<file path="src/hdl/vmul_consts.svh">
/* vector multiplier constants
   data and address widths, piece sizes and pipeline depth */

`ifndef VMUL_CONSTS_SVH
`define VMUL_CONSTS_SVH

// vector and destination address
`define VMUL_DATA_W 64
`define VMUL_ADDR_W 32

// 16-bit piece plus its extension bit
`define VMUL_PIECE_W 17
`define VMUL_NUM_PIECES 4

// byte lanes, 8 bits plus extension
`define VMUL_NUM_BYTES 8
`define VMUL_BYTE_OP_W 9

// input edge to output register
`define VMUL_LATENCY 4

`endif

</file>
<file path="src/hdl/vmul_pkg.sv">
/* vector multiplier types
   opcodes, element widths and the structs passed between stages */

`include "vmul_consts.svh"

package vmul_pkg;

	typedef enum logic [1:0] {
		SEW_8  = 2'd0,
		SEW_16 = 2'd1,
		SEW_32 = 2'd2,
		SEW_64 = 2'd3 // reserved, never valid here
	} sew_e;

	typedef enum logic [1:0] {
		OP_MUL    = 2'd0, // low half
		OP_MULH   = 2'd1, // signed x signed, high half
		OP_MULHSU = 2'd2, // signed x unsigned, high half
		OP_MULHU  = 2'd3  // unsigned x unsigned, high half
	} mul_op_e;

	typedef struct packed {
		logic [`VMUL_DATA_W-1:0] vec0;
		logic [`VMUL_DATA_W-1:0] vec1;
		sew_e                    sew;
		mul_op_e                 op;
		logic [`VMUL_ADDR_W-1:0] addr;
	} mul_req_t;

	typedef struct packed {
		logic                    valid;
		sew_e                    sew;
		mul_op_e                 op;
		logic [`VMUL_ADDR_W-1:0] addr;
	} mul_tag_t;

	typedef struct packed {
		logic [`VMUL_NUM_PIECES-1:0][`VMUL_PIECE_W-1:0]  a;
		logic [`VMUL_NUM_PIECES-1:0][`VMUL_PIECE_W-1:0]  b;
		logic [`VMUL_NUM_BYTES-1:0][`VMUL_BYTE_OP_W-1:0] byte_a;
		logic [`VMUL_NUM_BYTES-1:0][`VMUL_BYTE_OP_W-1:0] byte_b;
	} piece_ops_t;

	typedef struct packed {
		logic [`VMUL_NUM_BYTES-1:0][15:0]    byte_prod;
		logic [`VMUL_NUM_PIECES-1:0][31:0]   half_prod;
		logic [`VMUL_NUM_PIECES/2-1:0][63:0] word_prod;
	} product_vec_t;

endpackage

</file>
<file path="src/hdl/operand_select.sv">
/* operand select stage
   splits both operands into 16-bit and 8-bit pieces, extends each one
   by sign or zero according to opcode and element width, then registers */

`timescale 1ns/1ps
`include "vmul_consts.svh"

module operand_select import vmul_pkg::*; (
	input  logic       clk,
	input  logic       rst,
	input  logic       in_valid,
	input  mul_req_t   req,
	output piece_ops_t ops,
	output mul_tag_t   tag
);

	logic       a_sgn;
	logic       b_sgn;
	piece_ops_t ops_d;

	// vec0 is the signed side of mulhsu
	assign a_sgn = (req.op == OP_MULH) || (req.op == OP_MULHSU);
	assign b_sgn = (req.op == OP_MULH);

	always_comb begin
		logic [15:0] pa;
		logic [15:0] pb;
		logic [7:0]  ba;
		logic [7:0]  bb;
		logic        top_piece;

		for (int i = 0; i < `VMUL_NUM_PIECES; i++) begin
			pa = req.vec0[16*i +: 16];
			pb = req.vec1[16*i +: 16];
			// lower half of a 32-bit element carries no sign
			top_piece = (req.sew != SEW_32) || (i % 2 == 1);
			ops_d.a[i] = {top_piece & a_sgn & pa[15], pa};
			ops_d.b[i] = {top_piece & b_sgn & pb[15], pb};
		end

		for (int j = 0; j < `VMUL_NUM_BYTES; j++) begin
			ba = req.vec0[8*j +: 8];
			bb = req.vec1[8*j +: 8];
			ops_d.byte_a[j] = {a_sgn & ba[7], ba};
			ops_d.byte_b[j] = {b_sgn & bb[7], bb};
		end
	end

	always_ff @(posedge clk) begin
		ops <= ops_d; // payload, no reset
	end

	always_ff @(posedge clk) begin
		if (rst) begin
			tag <= '0;
		end else begin
			tag.valid <= in_valid;
			tag.sew   <= req.sew;
			tag.op    <= req.op;
			tag.addr  <= req.addr;
		end
	end

	// 64-bit elements are not supported by this unit
	assert property (@(posedge clk) disable iff (rst) in_valid |-> req.sew != SEW_64)
		else $error("request with reserved SEW code");

endmodule

</file>
<file path="config.mk">
export PLATFORM = sky130hd
export DESIGN_NAME = operand_select
export DESIGN_NICKNAME = d
export VERILOG_FILES = /design/src/hdl/vmul_pkg.sv /design/src/hdl/operand_select.sv
export VERILOG_INCLUDE_DIRS = /design/src /design/src/hdl
export SDC_FILE = /design/constraint.sdc
export NUM_CORES = 1
export LEC_CHECK = 0
export BUFFER_PORTS_ARGS = -buffer_cell sky130_fd_sc_hd__buf_4
export CAP_MARGIN = 20
export CORE_AREA = 3 3 188 190
export DETAILED_ROUTE_END_ITERATION = 6
export DIE_AREA = 0 0 191 193
export HOLD_SLACK_MARGIN = 0.08
export PLACE_DENSITY = 0.44
export SYNTH_ARGS = -nofsm -noshare
export SYNTH_HDL_FRONTEND = slang
export SYNTH_SLANG_ARGS = --single-unit
export TNS_END_PERCENT = 5
</file>
<file path="constraint.sdc">
create_clock -name clk -period 3 [get_ports clk]
set_clock_uncertainty 0.15 [all_clocks]
set_input_delay 0.6 -clock clk [delete_from_list [all_inputs] [get_ports clk]]
set_output_delay 0.6 -clock clk [all_outputs]
set_load 0.005 [all_outputs]
</file>
==> results of run 1 <==
-- cells in the mapped netlist --
cell type / number / area share [%]
inv_1: 1 / 0.073
nor2b_1: 42 / 5.1
and2_1: 8 / 0.98
nor2_1: 1 / 0.073
buf_4: 132 / 19
ha_1: 1 / 0.24
dfxtp_1: 185 / 72
buf_6: 3 / 0.66
and2b_2: 7 / 1.2
-- flip-flops by register name, indices dropped and copies added, names as in the netlist --
register  count
ops         148
tag          37
-- repair_timing --
item,CTS,global route
hold endpoints to repair,110,2
hold buffers,110,2
setup buffers,0,0
-- area by class of cell --
class	instances	area [sq um]	area share [%]
multi-input combinational	59	390	3.90
inverter	1	3.75	0.0375
sequential	185	3700	37.0
clock buffer	17	425	4.25
clock inverter	15	181	1.81
timing repair buffer	595	4750	47.4
tap	448	561	5.60
-- logic make-up after synthesis --
logic type	share of synthesized area, %
DFF	72.3
buffers and inverters	20.1
and+or+nand+nor	7.38
adders and majority gates	0.244
-- power by group through the flow --
stage	clock network, mW	registers (mW)	logic, mW
finish	2.29	2.67	0.715
global route	2.50	2.68	0.771
CTS	2.41	2.67	0.727
detailed placement	0	2.73	0.603
global placement	0	2.73	0.604
floorplan	0	2.72	0.181
-- layer usage --
metal	GRT usage, %	wire length (um)	part of all wire [%]	up-vias
met4	3.22	218	1.1	2
met3	5.04	2160	11	13
met5	0	13	0.066	-
met1	10.4	7110	36	1907
li1	-	-	-	1988
met2	17.2	10200	52	252
-- path summary, 6_finish.rpt --
| kind | from | to | slack, ps |
|---|---|---|---|
| hold / removal | req[123] | ops[97]$_DFF_P_ | 120 |
| setup / recovery | ops[7]$_DFF_P_ | ops[7] | 1240 |
==> flow_metrics.tcl, run 1 <==
set metrics [dict create \
    whs_ps 119 \
    die_x_um 191 \
    grt_first_pass_wirelength_mm 26.2 \
    start_util_pct 15.2 \
    p_clk_share_pct 40.4 \
    slew-limit-headroom_pct 69.1 \
    pin_count 484 \
    power_mw 5.68 \
    cp_max_fo 2 \
    gr-total-overflow 0 \
    final_common_cell "buf_4" \
    hold_violations 0 \
    path_depth 1 \
    synth_nets 548 \
    max_clock_freq_mhz 570 \
    crit_slowest_cell "dfxtp_1" \
    status "finished clean" \
    final_area_sq_um 10000 \
    rows 67 \
    cts.clk_slew.worst_paths_ps 80 \
    avgSynthCellArea_sq_um 13.5 \
    nets 1027 \
    core_sq_um 33600 \
    vias 4162 \
    slew_violations 0 \
    power_frac_comb_pct 12.6 \
    post-route-util_pct 29.8 \
    die_h_um 193 \
    dp_slack_ps 1260 \
    ys_seq_elements 185 \
    max_cap_viol_count 0 \
    switchingPower_mw 1.38 \
    dr.pass1.iters 3 \
    rsz0062_at_grt "false" \
    antenna_left 0 \
    fin_crit_sh_pct 58.5 \
    drt_wl_total_mm 19.7 \
    clockBufferDepth 2 \
    crit_buf_inv 1 \
    num_antenna_cells 0 \
    htree_levels 4 \
    wl_per_cell_um 14.9 \
    crit_required_ps 2250 \
    viasPerCell 3.15 \
    postPlaceCellArea_sq_um 8280 \
    design.die.area_sq_um 36900 \
    crit_family "flip-flops" \
    final_cells 1320 \
    cp.arrival_ps 1010 \
    numPlacedInstances 1176 \
    ctsRootBufferMaster "clkbuf_16" \
    area_growth_pct 95.5 \
    peakVddDrop_uv 365 \
    internal-power_mw 4.29 \
    hp-class "in -> reg" \
    holdPathStages 1 \
    netlist_area_sq_um 5120 \
    postCtsResizedCells 0 \
    ys_types 9 \
    slowest_delay_ps 420 \
    fillers 3455 \
    period_minus_slack_ps 1760 \
    grt_use_total_pct 9.87 \
    drt_iter0_drc 76 \
    setup_ws_ps 1240 \
    p_sw_share_pct 24.3 \
    drive_gt1_share_pct 59.9 \
    grt_antenna_before_repair 1 \
    cts_made_buffers 17 \
    yosysWarnings 0 \
    cp_cell_sequence "buf_4" \
    worstSetupEndpointType "output port" \
    seqPwrFrac_pct 47.0 \
    cts_tree "built" \
    cp-start-kind "flip-flop" \
    finalSetupViolCount 0 \
    grt_pass1_vias 4324 \
    clkSinkCount 185 \
    leakagePower_nw 4.82 \
    drc 0 \
    path_class "reg -> out" \
    powerDensity_nw_per_um2 567 \
    dpl.hpwl_mm 15.8 \
    synthesis.instances 380 \
    place.gp.congestion 0.709 \
    setup_tns_ps 0 \
    max_slew.worst_pin.slew_ps 463 \
    portBuffers 483 \
    mostFrequentLayoutCells "483 x buf_4, 185 x dfxtp_1, 112 x dlygate4sd3_1" \
    seq_area_frac_synth_pct 72.3 \
    grt_max_degree 38 \
]
Power figures use the tool's default switching activity.
==> run 2: changes to the inputs <==
ABC_AREA = 1   (was not set)
CORE_AREA = 3 3 186 188   (was 3 3 188 190)
DIE_AREA = 0 0 189 191   (was 0 0 191 193)
PLACE_DENSITY = 0.46   (was 0.44)
clock period = 1.46 ns   (was 3 ns; I/O delays follow)
==> flow_metrics.tcl, run 2 <==
set metrics [dict create \
    status "finished clean" \
    crit_buf_inv 3 \
    synth.top_cell.area_share_pct 69.3 \
    final_common_cell "buf_4" \
    leakagePower_nw 5.36 \
    mostFrequentLayoutCells "483 x buf_4, 170 x dlygate4sd3_1, 166 x dfxtp_1" \
    min_to "ops[77]$_DFF_P_" \
    netlist_area_sq_um 5350 \
    regMostFlops "ops" \
    slew_violations 0 \
    synth_edf_count 0 \
    ys_seq_elements 185 \
    area_growth_pct 103 \
    path_class "in -> reg" \
    yosys.area.top_type "dfxtp_1" \
    peakVddDrop_uv 707 \
    drc 0 \
    cp.arrival_ps 1620 \
    max_slew.worst_pin.slew_ps 414 \
    cp_max_fo 13 \
    core_sq_um 33300 \
    portBuffers 483 \
    crit_top_cell "dlygate4sd3_1" \
    dr.pass1.iters 4 \
    grt_max_degree 18 \
    die_x_um 189 \
    slew-limit-headroom_pct 72.3 \
    grt_use_total_pct 11.0 \
    drive_gt1_share_pct 56.5 \
    synth_flop_cell "dfxtp_1" \
    cp_cell_sequence "dlygate4sd3_1 > buf_6 > nor2_1 > dlygate4sd3_1" \
    rows 67 \
    ys_types 10 \
    avgSynthCellArea_sq_um 12.3 \
    nets 1141 \
    yosysWarnings 0 \
    wl_per_cell_um 14.7 \
    period_minus_slack_ps 1440 \
    cts_made_buffers 17 \
    dpl.hpwl_mm 17.0 \
    fin_crit_sh_pct 98.7 \
    htree_levels 4 \
    grt_antenna_before_repair 0 \
    hold_violations 0 \
    die_h_um 191 \
    setup_tns_ps 0 \
    synth_nets 603 \
    cts_setup_buffers 0 \
    crit_required_ps 1640 \
    grt_first_pass_wirelength_mm 29.3 \
    finalSetupViolCount 0 \
    holdPathStages 2 \
    vias 4666 \
    hp-class "in -> reg" \
    reg.largest.list "ops (148), tag (37)" \
    clkSinkCount 185 \
    cp-start-kind "input port" \
    synthTopCellsByCount "185 x dfxtp_1, 132 x buf_4, 54 x inv_1" \
    crit_slowest_cell "dlygate4sd3_1" \
    drt_wl_total_mm 21.0 \
    ctsRootBufferMaster "clkbuf_16" \
    viasPerCell 3.25 \
    max_clock_freq_mhz 694 \
    place.gp.congestion 0.734 \
    gr-total-overflow 0 \
    pin_count 484 \
    grt_pass1_vias 4954 \
    drt_iter0_drc 47 \
    setup_ws_ps 19.3 \
    crit_family "buffers and inverters" \
    dp_slack_ps 108 \
    powerDensity_nw_per_um2 1090 \
    rsz0062_at_grt "true" \
    seq_area_frac_synth_pct 69.3 \
    synth.top_cells.by_area "dfxtp_1 69%, buf_4 19%, nor2_4 4.2%" \
    worstSetupEndpointType "flip-flop" \
    largest_reg_flops 148 \
    cts.clk_slew.worst_paths_ps 70 \
    slowest_delay_ps 550 \
    cts_tree "built" \
    start_util_pct 16.1 \
    num_antenna_cells 0 \
    synth_most_common_cell "dfxtp_1" \
    synthesis.instances 435 \
    synthArstFlopShare_pct 0 \
    design.die.area_sq_um 36100 \
    hold_path.startpoint "req[105]" \
    antenna_left 0 \
    max_cap_viol_count 0 \
    clockBufferDepth 2 \
]
## run 2: where the power goes
group	switching [mW]	total [mW]	internal [mW]	leakage (nW)
Combinational	0.516	1.68	1.16	3.54
Sequential	0.173	5.50	5.33	1.55
Clock	2.14	4.58	2.45	0.273
## run 2: routing by layer
metal  wire [um]  global-route usage [%]
met1        7920                    11.9
met2       11100                    19.7
met3        1690                    4.36
met4         350                    3.90
met5           0                       0
## run 2: layout make-up
| type | count | area (sq um) |
|---|---|---|
| repair buffers | 656 | 5380 |
| inverters | 54 | 203 |
| fillers | 3290 | 22500 |
| clock inverters | 13 | 134 |
| multi-input cells | 59 | 383 |
| well taps | 448 | 561 |
| clock buffers | 19 | 443 |
| flip-flops and latches | 185 | 3730 |
## run 2: what timing repair did
item / in CTS / in global routing
gates resized for setup: 10 / 11
setup endpoints to repair: 20 / 24
hold buffers: 170 / 0
gates cloned: 0 / 0
endpoints found under the hold margin: 185 / 0
## run 2: metrics by stage
step	power, mW	hold slack [ps]	area [sq um]	util (%)	std cells
final	11.8	347	10800	32.5	1434
after global routing	12.3	309	10800	32.5	1434
after CTS	12.0	302	10800	32.5	1434
after detailed placement	6.92	247	8520	25.6	1232
after global placement	6.91	246	8520	25.6	1232
after floorplan	6.02	170	5350	-	435
## run 2: cells by family after synthesis
group / Yosys count / synth area share [%]
flip-flops: 185 / 69.3
buffers and inverters: 191 / 23.6
adder cells (fa/ha/maj): 1 / 0.234
AND/OR/NAND/NOR: 58 / 6.88
## run 2: worst max-delay path by stage
stage	end	slack, ps	cells past startpoint	startpoint
CTS	ops[25]	0.7	1	ops[25]$_DFF_P_
global route	tag[18]$_SDFF_PP0_	-7	4	rst
detailed placement	ops[194]$_DFF_P_	110	5	req[33]
global placement	ops[194]$_DFF_P_	140	5	req[33]
finish	tag[20]$_SDFF_PP0_	20	4	rst
floorplan	ops[228]$_DFF_P_	340	5	req[33]
==> run 3: changes to the inputs <==
CELL_PAD_IN_SITES_DETAIL_PLACEMENT = 1   (was not set)
CELL_PAD_IN_SITES_GLOBAL_PLACEMENT = 2   (was not set)
CORE_AREA = 3 3 187 189   (was 3 3 186 188)
DIE_AREA = 0 0 190 192   (was 0 0 189 191)
PLACE_DENSITY = 0.73   (was 0.46)
==> flow_metrics.tcl, run 3 (synthesized netlist as in run 2, its figures left out) <==
set metrics [dict create \
    final_cells 1439 \
    portBuffers 483 \
    multi_input_area_sq_um 393 \
    dr.pass1.iters 4 \
    grt_max_degree 17 \
    cts.clk_slew.worst_paths_ps 70 \
    design.die.area_sq_um 36500 \
    hold_violations 0 \
    place.gp.congestion 0.751 \
    grt_pass1_vias 5404 \
    slew_violations 0 \
    clkSinkCount 185 \
    hold_path.startpoint "rst" \
    vias 4813 \
    p_clk_share_pct 39.1 \
    regMostFlops "ops" \
    max_clock_freq_mhz 696 \
    cts_made_buffers 17 \
    slew-limit-headroom_pct 76.0 \
    min_to "tag[24]$_SDFF_PP0_" \
    rows 67 \
    internal-power_mw 9.04 \
    htree_levels 4 \
    leakagePower_nw 5.37 \
    pin_count 484 \
    peakVddDrop_uv 721 \
    die_x_um 190 \
    power_frac_comb_pct 14.5 \
    grt_use_total_pct 13.0 \
    cp-start-kind "input port" \
    cts_setup_buffers 0 \
    regArea_sq_um 3740 \
    numPlacedInstances 1231 \
    core_sq_um 33400 \
    worstSetupEndpointType "flip-flop" \
    mostFrequentLayoutCells "484 x buf_4, 173 x dlygate4sd3_1, 154 x dfxtp_1" \
    fillers 3768 \
    setup_ws_ps 24.1 \
    die_h_um 192 \
    holdPathStages 3 \
    drive_gt1_share_pct 57.5 \
    drt_wl_total_mm 24.8 \
    viasPerCell 3.34 \
    dp_slack_ps 109 \
    status "finished clean" \
    clockBufferDepth 2 \
    cp.arrival_ps 1620 \
    grt_first_pass_wirelength_mm 34.2 \
    antenna_left 0 \
    final_common_cell "buf_4" \
    gr-total-overflow 0 \
    max_cap_viol_count 0 \
    powerDensity_nw_per_um2 1090 \
    worstSetupStartpoint "req[30]" \
    drt_iter0_drc 103 \
    switchingPower_mw 2.85 \
    max_slew.worst_pin.slew_ps 359 \
    period_minus_slack_ps 1440 \
    seqPwrFrac_pct 46.4 \
    crit_required_ps 1640 \
    cts_tree "built" \
    drc 0 \
    largest_reg_flops 148 \
    ctsRootBufferMaster "clkbuf_16" \
    reg.largest.list "ops (148), tag (37)" \
    wl_per_cell_um 17.2 \
    start_util_pct 16.0 \
    p_sw_share_pct 24.0 \
    dpl.hpwl_mm 18.6 \
    cp_max_fo 1 \
    setup_tns_ps 0 \
    fin_crit_sh_pct 98.4 \
    finalSetupViolCount 0 \
    path_class "in -> reg" \
    grt_antenna_before_repair 6 \
    hp-class "in -> reg" \
    area_growth_pct 103 \
    nets 1143 \
]
-- run 3: metal layers --
layer  track usage, %  up-vias  share of wire [%]
li1                 -     2222                  -
met1             12.6     2277                 35
met2             24.3      274                 55
met3             5.75       38                8.7
met4             5.17        2                2.1
met5                0        -              0.052
-- run 3: layout make-up --
type | count | area share (%)
clock buffers | 19 | 3.98
multi-input cells | 59 | 3.62
clock inverters | 12 | 1.29
diodes | 4 | 0.0921
flip-flops and latches | 185 | 34.4
repair buffers | 658 | 49.6
inverters | 54 | 1.87
well taps | 448 | 5.16
-- run 3: power by group through the flow --
stage	clock (mW)	sequential [mW]	combinational, mW
floorplan	0	5.58	0.433
global placement	0	5.62	1.31
detailed placement	0	5.62	1.32
CTS	4.82	5.52	1.72
global route	5.05	5.55	1.86
finish	4.65	5.52	1.72
-- run 3: how the worst max path moves through the flow --
stage,to,slack [ps],cells after the start
finish,tag[30]$_SDFF_PP0_,20,5
global route,ops[277],-2,1
CTS,ops[0],1,1
detailed placement,ops[194]$_DFF_P_,110,5
global placement,ops[194]$_DFF_P_,150,5
floorplan,ops[228]$_DFF_P_,340,5
-- run 3: timing repair --
item / 4_1_cts / 5_1_grt
endpoints found under the hold margin: 185 / 0
setup endpoints to repair: 41 / 23
hold buffers: 173 / 0
gates resized for setup: 21 / 14
-- run 3: stage by stage --
stage	power (mW)	utilization, %	instance area [sq um]	hold slack, ps
global route	12.5	32.5	10900	177
finish	11.9	32.5	10900	200
CTS	12.1	32.4	10800	162
floorplan	6.02	-	5350	170
global placement	6.93	25.4	8500	246
detailed placement	6.94	25.4	8500	247
-- run 3: worst max-delay path, stage by stage --
cell and delay, ps:
dlygate4sd3_1 550, buf_4 140, inv_2 60, nor2_4 30, dlygate4sd3_1 540
