==> config.mk <==
export PLATFORM = sky130hd
export DESIGN_NAME = result_select
export DESIGN_NICKNAME = d
export VERILOG_FILES = /design/src/hdl/vmul_pkg.sv /design/src/hdl/result_select.sv
export VERILOG_INCLUDE_DIRS = /design/src /design/src/hdl
export SDC_FILE = /design/constraint.sdc
export NUM_CORES = 1
export LEC_CHECK = 0
export ABC_CLOCK_PERIOD_IN_PS = 3200
export BUFFER_PORTS_ARGS = -buffer_cell sky130_fd_sc_hd__buf_2
export CORE_AREA = 2 2 203 205
export DETAILED_ROUTE_END_ITERATION = 8
export DIE_AREA = 0 0 205 207
export GPL_TIMING_DRIVEN = 0
export MAX_ROUTING_LAYER = met4
export PLACE_DENSITY = 0.47
export SLEW_MARGIN = 20
export SYNTH_ARGS = -nofsm -noshare
export SYNTH_HDL_FRONTEND = slang
export SYNTH_SLANG_ARGS = --single-unit
==> constraint.sdc <==
create_clock -name clk -period 3.2 [get_ports clk]
set_input_delay 0.48 -clock clk [delete_from_list [all_inputs] [get_ports clk]]
set_output_delay 0.48 -clock clk [all_outputs]
set_load 0.005 [all_outputs]
==> src/hdl/vmul_consts.svh <==
/* vector multiplier constants
   data and address widths, piece sizes and pipeline depth */

`ifndef VMUL_CONSTS_SVH
`define VMUL_CONSTS_SVH

// vector and destination address
`define VMUL_DATA_W 64
`define VMUL_ADDR_W 32

// 16-bit piece plus its extension bit
`define VMUL_PIECE_W 17
`define VMUL_NUM_PIECES 4

// byte lanes, 8 bits plus extension
`define VMUL_NUM_BYTES 8
`define VMUL_BYTE_OP_W 9

// input edge to output register
`define VMUL_LATENCY 4

`endif

==> src/hdl/vmul_pkg.sv <==
/* vector multiplier types
   opcodes, element widths and the structs passed between stages */

`include "vmul_consts.svh"

package vmul_pkg;

	typedef enum logic [1:0] {
		SEW_8  = 2'd0,
		SEW_16 = 2'd1,
		SEW_32 = 2'd2,
		SEW_64 = 2'd3 // reserved, never valid here
	} sew_e;

	typedef enum logic [1:0] {
		OP_MUL    = 2'd0, // low half
		OP_MULH   = 2'd1, // signed x signed, high half
		OP_MULHSU = 2'd2, // signed x unsigned, high half
		OP_MULHU  = 2'd3  // unsigned x unsigned, high half
	} mul_op_e;

	typedef struct packed {
		logic [`VMUL_DATA_W-1:0] vec0;
		logic [`VMUL_DATA_W-1:0] vec1;
		sew_e                    sew;
		mul_op_e                 op;
		logic [`VMUL_ADDR_W-1:0] addr;
	} mul_req_t;

	typedef struct packed {
		logic                    valid;
		sew_e                    sew;
		mul_op_e                 op;
		logic [`VMUL_ADDR_W-1:0] addr;
	} mul_tag_t;

	typedef struct packed {
		logic [`VMUL_NUM_PIECES-1:0][`VMUL_PIECE_W-1:0]  a;
		logic [`VMUL_NUM_PIECES-1:0][`VMUL_PIECE_W-1:0]  b;
		logic [`VMUL_NUM_BYTES-1:0][`VMUL_BYTE_OP_W-1:0] byte_a;
		logic [`VMUL_NUM_BYTES-1:0][`VMUL_BYTE_OP_W-1:0] byte_b;
	} piece_ops_t;

	typedef struct packed {
		logic [`VMUL_NUM_BYTES-1:0][15:0]    byte_prod;
		logic [`VMUL_NUM_PIECES-1:0][31:0]   half_prod;
		logic [`VMUL_NUM_PIECES/2-1:0][63:0] word_prod;
	} product_vec_t;

endpackage

==> src/hdl/result_select.sv <==
/* result select stage
   picks the low or high half of every lane product by opcode and
   element width, registers vector, address and valid */

`timescale 1ns/1ps
`include "vmul_consts.svh"

module result_select import vmul_pkg::*; (
	input  logic                    clk,
	input  logic                    rst,
	input  product_vec_t            prod,
	input  mul_tag_t                tag,
	output logic                    out_valid,
	output logic [`VMUL_DATA_W-1:0] out_vec,
	output logic [`VMUL_ADDR_W-1:0] out_addr
);

	logic                    low_half;
	logic [`VMUL_DATA_W-1:0] vec_d;

	assign low_half = (tag.op == OP_MUL);

	always_comb begin
		vec_d = '0;
		case (tag.sew)
			SEW_8: begin
				for (int j = 0; j < `VMUL_NUM_BYTES; j++) begin
					vec_d[8*j +: 8] = low_half ? prod.byte_prod[j][7:0]
					                           : prod.byte_prod[j][15:8];
				end
			end
			SEW_16: begin
				for (int i = 0; i < `VMUL_NUM_PIECES; i++) begin
					vec_d[16*i +: 16] = low_half ? prod.half_prod[i][15:0]
					                             : prod.half_prod[i][31:16];
				end
			end
			SEW_32: begin
				for (int w = 0; w < `VMUL_NUM_PIECES/2; w++) begin
					vec_d[32*w +: 32] = low_half ? prod.word_prod[w][31:0]
					                             : prod.word_prod[w][63:32];
				end
			end
			default: vec_d = '0; // reserved sew
		endcase
	end

	always_ff @(posedge clk) begin
		if (rst) begin
			out_valid <= 1'b0;
			out_vec   <= '0;
			out_addr  <= '0;
		end else begin
			out_valid <= tag.valid;
			// hold the last result between pulses
			if (tag.valid) begin
				out_vec  <= vec_d;
				out_addr <= tag.addr;
			end
		end
	end

	assert property (@(posedge clk) disable iff (rst) !$isunknown(out_valid))
		else $error("out_valid unknown after reset");

endmodule

==> flow_summary.ini, run 1 <==
[power]
p_sw_mw = 1.197
p_per_area_nw_per_um2 = 356.5
power_frac_comb = 0.279
clockPowerShare = 0.342
intPower_mw = 2.312
switching_share = 0.3411
ir_worst_vdd_mv = 0.2584
p_seq_frac = 0.378
power_leakage_nw = 4.606

[routing]
num_vias = 8043
wl_per_cell_um = 23.59
ant_nets = 0
drt_iter0_drc = 419
firstDrtPassIters = 4
wl_mm = 41.69
via_per_inst = 4.552
drc = 0

[synth]
syn-num-nets = 1125
ys_top_cells_by_area = dfxtp_1, mux2_2, a221oi_1, o41ai_1, and2_1
synth_top_area_frac = 0.3100
netlist.top_cell.by_area = dfxtp_1
syn_area_per_cell_sq_um = 8.922
syn_area_sq_um = 6264
synth_warnings = 0
yosysSeqAreaShare = 0.3100
netlist_instances = 702
synth_cell_type_count = 30
ys_ff_latch = 97

[global_route]
antenna_found_initial = 3
gr-usage-all-layers = 0.1955
grt_max_degree = 22
grt_pass1_vias = 8403
grt_pass1_wl_mm = 57.39
grt-ovfl-total = 0

[timing]
finalClockSkew_ns = 0
drv_slew = 0
fin_crit_sh = 0.6499
tns_ns = 0
worst_pin_slew_ns = 1.023
rsz0062_at_grt = no
relSlewSlack = 0.3179
layout_min_cycle_time_ns = 2.080
max_freq_mhz = 480.8
finalSetupViolations = 0
timing.final.hold_violations = 0

[floorplan]
die_x_um = 205
die_area_sq_um = 42440
die_h_um = 207
ioPinCount = 520
core-area_sq_um = 40370
rows = 74
initial_core_util = 0.1552

[clock_tree]
clk_pin_slew_ns = 0.09
htree_levels = 3
clkSinkCount = 97
cts_setup_buffers = 0
clockRootBuffer = clkbuf_16
insertion_delay_ns = 0.38
cts_resized = 0
tritoncts = done
cts-buffers-inserted = 9
hold_buffers = 0
cts_max_path_buffers = 2

[setup_path]
start_kind = input pin
r2r_end = out_vec[5]
worstRegToRegCells = 2
crit_type = in -> reg
slowest_stage = o21ai_4
cp.depth = 6
crit_chain = buf_4 > buf_6 > clkinv_2 > o21ai_4 > buf_2 > o41ai_1
path_max_fanout = 10
r2r_start = out_vec[5]
slowest_delay_ns = 0.63
critPathTopFamily = buffers and inverters
path_buf_inv = 4
r2r_setup_slack_ns = 2.53
cp.required_ns = 3.46
critical_path_arrival_ns = 2.34
end_kind = register

[run]
drv_cap = 0

[place]
dpl-instance-area_sq_um = 9514
hpwl_mm = 33.00
routabilityCongestion = 0.8705
dp_cells = 1748
portBuffers = 513

[worst_hold_path]
hold-path-endpoint = out_addr[13]
hold_path_class = in -> reg
hold_path_depth = 3
hold_start = tag[13]

[final_layout]
final_cells = 1767
fin_nets = 1650
syn2layout_area_growth_pct = 57.11
final_area_sq_um = 9841
fin_util = 0.2438
drive_gt1_frac = 0.5511

[outcome]
outcome = complete, no violations
-- routing by layer --
layer / GRT usage / vias up / part of all wire
met1: 0.2358 / 3853 / 0.43
met2: 0.3262 / 406 / 0.48
met3: 0.04028 / 50 / 0.068
met5: - / - / 0
met4: 0.05780 / 0 / 0.025
li1: - / 3734 / -
-- layout by cell type (no fill, tap or decap), types with 2 or more instances in the layout --
master / Yosys / routed
mux2_2: 64 / 64
clkbuf_1: 21 / 21
clkbuf_16: 0 / 9
diode_2: 0 / 3
and2_1: 63 / 63
nor2_2: 1 / 2
nand2_1: 64 / 64
a221oi_1: 64 / 64
a211oi_2: 12 / 12
o41ai_1: 57 / 57
nor2_1: 97 / 96
dfxtp_1: 97 / 97
clkinv_8: 0 / 4
o41ai_2: 7 / 7
buf_4: 6 / 6
a211oi_1: 52 / 52
nor2b_1: 3 / 3
mux2i_1: 32 / 32
buf_2: 39 / 552
buf_6: 9 / 9
o21ai_2: 2 / 2
-- how the worst max path moves through the flow --
stage,slack [ns],end,from
after global routing,0.98,out_vec[14],tag[35]
after CTS,1.03,out_vec[14],tag[35]
after floorplan,1.54,out_vec[36],tag[33]
after global placement,0.44,out_vec[59],tag[36]
final,1.12,out_vec[21],tag[35]
after detailed placement,0.61,out_vec[21],tag[35]
-- cell type report --
type                       instances  area (sq um)
antenna                            3         7.507
multi-input combinational        527          3891
timing repair buffer             514          2582
tap                              532         665.6
buffer                            76         424.2
fill                            4472         30530
clock buffer                       9         225.2
clock inverter                     7         93.84
sequential                        97          1942
inverter                           2         8.758
-- registers in the layout (all words and copies together), names as in the netlist --
register / count
out_vec: 64
out_addr: 32
out_valid: 1
-- Yosys cell counts --
cell type,instances
a211oi_1,52
a211oi_2,12
a221oi_1,64
and2_1,63
and2b_2,1
buf_1,1
buf_2,39
buf_4,6
buf_6,9
clkbuf_1,21
clkinv_2,1
dfxtp_1,97
inv_2,1
mux2_2,64
mux2i_1,32
nand2_1,64
nor2_1,97
nor2_2,1
nor2b_1,3
o21ai_2,2
o21ai_4,1
o21bai_1,1
o21bai_4,1
o41ai_1,57
o41ai_2,7
or2_2,1
or3_1,1
or3_4,1
or3b_1,1
or3b_2,1
-- per-stage QoR --
stage	total power [mW]	setup WS (ns)	hold slack, ns
after floorplan	1.771	1.541	0.4442
after global placement	2.333	0.4422	0.4266
after detailed placement	2.344	0.6057	0.4291
after CTS	3.572	1.025	0.2991
after global routing	3.678	0.9770	0.3122
final	3.508	1.120	0.3217
-- worst min-delay path: cells and delay by family --
kind | cells | cell delay [ns]
simple gates | 1 | 0.07
buf+inv | 1 | 0.07
mux | 1 | 0.05
-- kinds of logic after synthesis --
logic type	after synthesis	share of synthesized area
compound gates	197	0.2833
buf+inv	78	0.06912
flops	97	0.3100
mux	96	0.1662
simple gates	234	0.1714
-- power groups by stage --
stage                     registers, mW  logic, mW  clock network [mW]
after floorplan                    1.36      0.413                   0
after global placement             1.35      0.982                   0
after detailed placement           1.35      0.991                   0
after CTS                          1.33      0.994                1.25
after global routing               1.34       1.07                1.27
final                              1.33      0.979                1.20
No activity file was read; power rests on OpenSTA's default activity.
==> run 2: changes to the inputs <==
Settings changed: ABC_CLOCK_PERIOD_IN_PS 3200 to 1700, PLACE_DENSITY 0.47 to 0.49.
Clock period 3.2 ns to 1.7 ns, I/O delays scaled along.
==> run 2 against run 1 <==
  * Critical path depth is the same
  * Cell area grew 0.43%
  * Wire length grew 0.61%
  * Clock-buffer cell count is the same
  * Register-to-register slack lost 1.5 ns
  * Sequential power grew 89%
  * Core utilization grew 0.11 points
  * Combinational power grew 89%
  * Die area is the same
  * Hold slack lost 0.21 ns
  * Power grew 89%
==> flow_summary.ini, run 2 (synthesis gave the netlist of run 1 again) <==
[setup_path]
slowest_stage = buf_2
r2r_start = out_vec[4]
path_buf_inv = 3
crit_chain = buf_4 > buf_6 > o21bai_4 > buf_2 > a211oi_2 > o41ai_1
path_max_fanout = 10
end_kind = register
cp.required_ns = 1.98
slowest_delay_ns = 0.51
start_kind = input pin
r2r_setup_slack_ns = 1.00
crit_type = in -> reg
r2r_end = out_vec[4]
critical_path_arrival_ns = 1.85
worstRegToRegCells = 2
critPathTopFamily = buffers and inverters

[final_layout]
final_cells = 1768
final_common_cell = buf_2
drive_gt1_frac = 0.5600
final_area_sq_um = 9883
largest_register_ffs = 64
largestRegisters = out_vec (64), out_addr (32), out_valid (1)
syn2layout_area_growth_pct = 57.79
fin_nets = 1652
top_register = out_vec
final_cell_mix = buf_2, dfxtp_1, nor2_1
fin_util = 0.2448
fillCellCount = 4492

[floorplan]
rows = 74
die_h_um = 207
ioPinCount = 520
die_x_um = 205
core-area_sq_um = 40370
die_area_sq_um = 42440
initial_core_util = 0.1552

[global_route]
grt_pass1_vias = 8172
grt_max_degree = 21
antenna_found_initial = 2
gr-usage-all-layers = 0.1954
grt-ovfl-total = 0
grt_pass1_wl_mm = 57.06

[routing]
via_per_inst = 4.574
drc = 0
firstDrtPassIters = 6
wl_mm = 41.95
ant_nets = 0
drt_iter0_drc = 479
num_vias = 8086
wl_per_cell_um = 23.73

[clock_tree]
clkSinkCount = 97
hold_buffers = 0
clockRootBuffer = clkbuf_16
htree_levels = 3
tritoncts = done
cts-buffers-inserted = 9
cts_max_path_buffers = 2
clk_pin_slew_ns = 0.09
insertion_delay_ns = 0.38

[timing]
rsz0062_at_grt = no
hold_ws_ns = 0.1072
layout_min_cycle_time_ns = 1.572
finalSetupViolations = 0
fin_crit_sh = 0.9246
worst_pin_slew_ns = 0.8388
drv_slew = 0
relSlewSlack = 0.4408
max_freq_mhz = 636.2
finalClockSkew_ns = 0
timing.final.hold_violations = 0

[worst_hold_path]
hold_path_depth = 3
hold_path_class = in -> reg
hold-path-endpoint = out_addr[6]
hold_start = tag[6]

[place]
dpl-instance-area_sq_um = 9514
routabilityCongestion = 0.9284
dp_cells = 1748
portBuffers = 513
hpwl_mm = 33.11

[outcome]
outcome = complete, no violations

[run]
drv_cap = 0

[power]
p_per_area_nw_per_um2 = 669.8
power_leakage_nw = 4.644
ir_worst_vdd_mv = 0.4811
## run 2: cell types whose count changed in the layout (fill, tap and decap cells not counted), sizes merged
cell | previous run | this run
clkinv | 6 | 4
diode | 3 | 2
inv | 3 | 5
buf | 569 | 571
## run 2: worst register-to-register path: stages (launching register included)
cell and delay, ns:
dfxtp_1 0.45, nand2_1 0.08, o41ai_1 0.07
## run 2: worst max path at each step
| stage | to | startpoint | slack [ns] | cells after the start |
|---|---|---|---|---|
| 6_report | out_vec[25] | tag[34] | 0.13 | 6 |
| 5_1_grt | out_vec[39] | tag[35] | 0.04 | 6 |
| 4_1_cts | out_vec[25] | tag[35] | 0.02 | 6 |
| 3_5_place_dp | out_vec[18] | tag[35] | -0.70 | 6 |
| 3_3_place_gp | out_vec[36] | tag[36] | -0.86 | 5 |
| 2_1_floorplan | out_vec[36] | tag[33] | 0.27 | 6 |
## run 2: layout make-up
| class | instances | area (sq um) | share of cell area |
|---|---|---|---|
| Multi-Input combinational cell | 527 | 3906 | 0.3952 |
| Inverter | 2 | 10.01 | 0.001013 |
| Clock buffer | 9 | 225.2 | 0.02279 |
| Tap cell | 532 | 665.6 | 0.06735 |
| Antenna cell | 2 | 5.005 | 0.0005064 |
| Sequential cell | 97 | 1942 | 0.1965 |
| Clock inverter | 7 | 83.83 | 0.008482 |
| Timing Repair Buffer | 517 | 2618 | 0.2648 |
| Buffer | 75 | 427.9 | 0.04330 |
## run 2: per-layer routing
metal,vias to the layer above,routed length [um],track usage
met3,55,2803,0.03682
met4,0,1141,0.06177
met2,438,19660,0.3199
met5,-,0,-
met1,3859,18340,0.2413
li1,3734,-,-
## run 2: timing repair
action	in CTS	in global routing
endpoints found under the hold margin	0	0
resized for setup	4	9
setup endpoints to repair	60	27
pin swaps	1	0
buffers inserted	3	0
gates cloned	0	0
## run 2: power by group
part | leakage, nW | switching, mW | internal (mW) | total (mW)
Clock | 0.151 | 1.20 | 1.06 | 2.26
Sequential | 0.798 | 0.0861 | 2.42 | 2.51
Combinational | 3.70 | 0.978 | 0.877 | 1.85
## run 2: through the flow
stage	total power [mW]	setup WS, ns	setup TNS (ns)
2_1_floorplan	3.334	0.2658	0
3_3_place_gp	4.392	-0.8576	-50.17
3_5_place_dp	4.410	-0.7035	-40.69
4_1_cts	6.715	0.01601	0
5_1_grt	6.928	0.03954	0
6_report	6.620	0.1281	0
==> run 3: changes to the inputs <==
Settings changed: RECOVER_POWER set to 50.
==> run 3 against run 2 <==
  * Wire length fell by 0.25%
  * Sequential share of layout area rose by 0.10 points
  * Core utilization is 0.12 points lower
  * Fmax increased by 0.66%
  * Clock skew did not move
  * Die area is the same
  * Critical path type unchanged
  * Largest power group unchanged
==> flow_summary.ini, run 3 (synthesis gave the netlist of run 1 again) <==
[outcome]
outcome = complete, no violations

[setup_path]
path_max_fanout = 10
critical_path_arrival_ns = 1.84
crit_type = in -> reg
slowest_delay_ns = 0.48
crit_chain = clkbuf_1 > nor2_2 > buf_8 > clkbuf_1 > nand2_1 > o41ai_1
end_kind = register
critPathTopFamily = buffers and inverters
slowest_stage = clkbuf_1
path_common_cell = clkbuf_1
start_kind = input pin
path_buf_inv = 3
cp.required_ns = 1.98

[clock_tree]
htree_levels = 3
clockRootBuffer = clkbuf_16
hold_buffers = 0
insertion_delay_ns = 0.38
tritoncts = done
cts-buffers-inserted = 9
clk_pin_slew_ns = 0.08
cts_max_path_buffers = 2
clkSinkCount = 97

[worst_hold_path]
hold_path_class = in -> reg

[timing]
max_freq_mhz = 640.4
hold_ws_ns = 0.1094
worst_pin_slew_ns = 0.8716
timing.final.hold_violations = 0
fin_crit_sh = 0.9185
rsz0062_at_grt = no
finalClockSkew_ns = 0
layout_min_cycle_time_ns = 1.562
relSlewSlack = 0.4189
tns_ns = 0
finalSetupViolations = 0
setup_ws_ns = 0.1385
drv_slew = 0

[final_layout]
fin_util = 0.2436
final_common_cell = buf_2
syn2layout_area_growth_pct = 56.99
final_cell_mix = buf_2, dfxtp_1, nor2_1
drive_gt1_frac = 0.5259
largest_register_ffs = 64
top_register = out_vec
final_area_sq_um = 9833
fin_nets = 1652
final_cells = 1769
largestRegisters = out_vec (64), out_addr (32), out_valid (1)

[floorplan]
core-area_sq_um = 40370
die_area_sq_um = 42440
die_h_um = 207
ioPinCount = 520
initial_core_util = 0.1552
die_x_um = 205
rows = 74

[power]
p_per_area_nw_per_um2 = 669.9
total_power_mw = 6.588
power_leakage_nw = 4.482
ir_worst_vdd_mv = 0.4771

[routing]
via_per_inst = 4.569
num_vias = 8082
firstDrtPassIters = 5
drt_iter0_drc = 420
wl_mm = 41.84
ant_nets = 0
drc = 0
wl_per_cell_um = 23.65

[global_route]
use_met2 = 0.3199
met1_usage = 0.2413
use_met3 = 0.03682
grt_pass1_vias = 8172
gr-usage-all-layers = 0.1954
antenna_found_initial = 2
busiest_layer = met2
grt-ovfl-total = 0
grt_pass1_wl_mm = 57.06
grt_max_degree = 21

[place]
dpl-instance-area_sq_um = 9514
dp_cells = 1748
routabilityCongestion = 0.9284
dpl_worst_slack_ns = -0.7035
portBuffers = 513
hpwl_mm = 33.11

[run]
drv_cap = 0
==> run 3: changes by cell type in the layout (fill, tap and decap cells not counted), sizes merged <==
cell    delta
buf       -42
clkbuf    +42
diode      +1
==> run 3: worst reg2reg max path, delay by kind of cell, from the launching register on <==
| family | cells | cell delay (ns) |
|---|---|---|
| AOI/OAI and AO/OA | 1 | 0.07 |
| and+or+nand+nor | 1 | 0.08 |
| DFF | 1 | 0.46 |
==> run 3: area by class of cell <==
cell class / instances / area [sq um]
Sequential cell: 97 / 1942
Inverter: 2 / 10.01
Clock buffer: 9 / 225.2
Antenna cell: 3 / 7.507
Timing Repair Buffer: 517 / 2570
Tap cell: 532 / 665.6
Multi-Input combinational cell: 527 / 3906
Clock inverter: 7 / 83.83
Buffer: 75 / 422.9
Fill cell: 4506 / 30540
==> run 3: path summary, 6_finish.rpt <==
| path | from | slack (ns) | endpoint | depth (start not counted) |
|---|---|---|---|---|
| worst max-delay path | tag[36] | 0.14 | out_vec[42] | 6 |
| worst min-delay path | tag[29] | 0.11 | out_addr[29] | 3 |
| worst max register to register | out_vec[4] | 1.00 | out_vec[4] | 2 |
| worst min register to register | out_vec[12] | 0.45 | out_vec[12] | 2 |
==> run 3: per-layer routing <==
| metal | up-vias | routed length [um] |
|---|---|---|
| li1 | 3737 | - |
| met1 | 3862 | 18380 |
| met2 | 434 | 19670 |
| met3 | 49 | 2691 |
| met4 | 0 | 1097 |
| met5 | - | 0 |
==> run 3: what timing repair did <==
item / CTS / global route
pin swaps: 1 / 0
gates cloned: 0 / 0
setup buffers: 3 / 0
setup endpoints to repair: 60 / 27
gates resized for setup: 4 / 9
==> run 3: where the power goes <==
part	total, mW	internal [mW]	switching, mW
Clock	2.24	1.06	1.18
Combinational	1.84	0.861	0.977
Sequential	2.51	2.42	0.0878
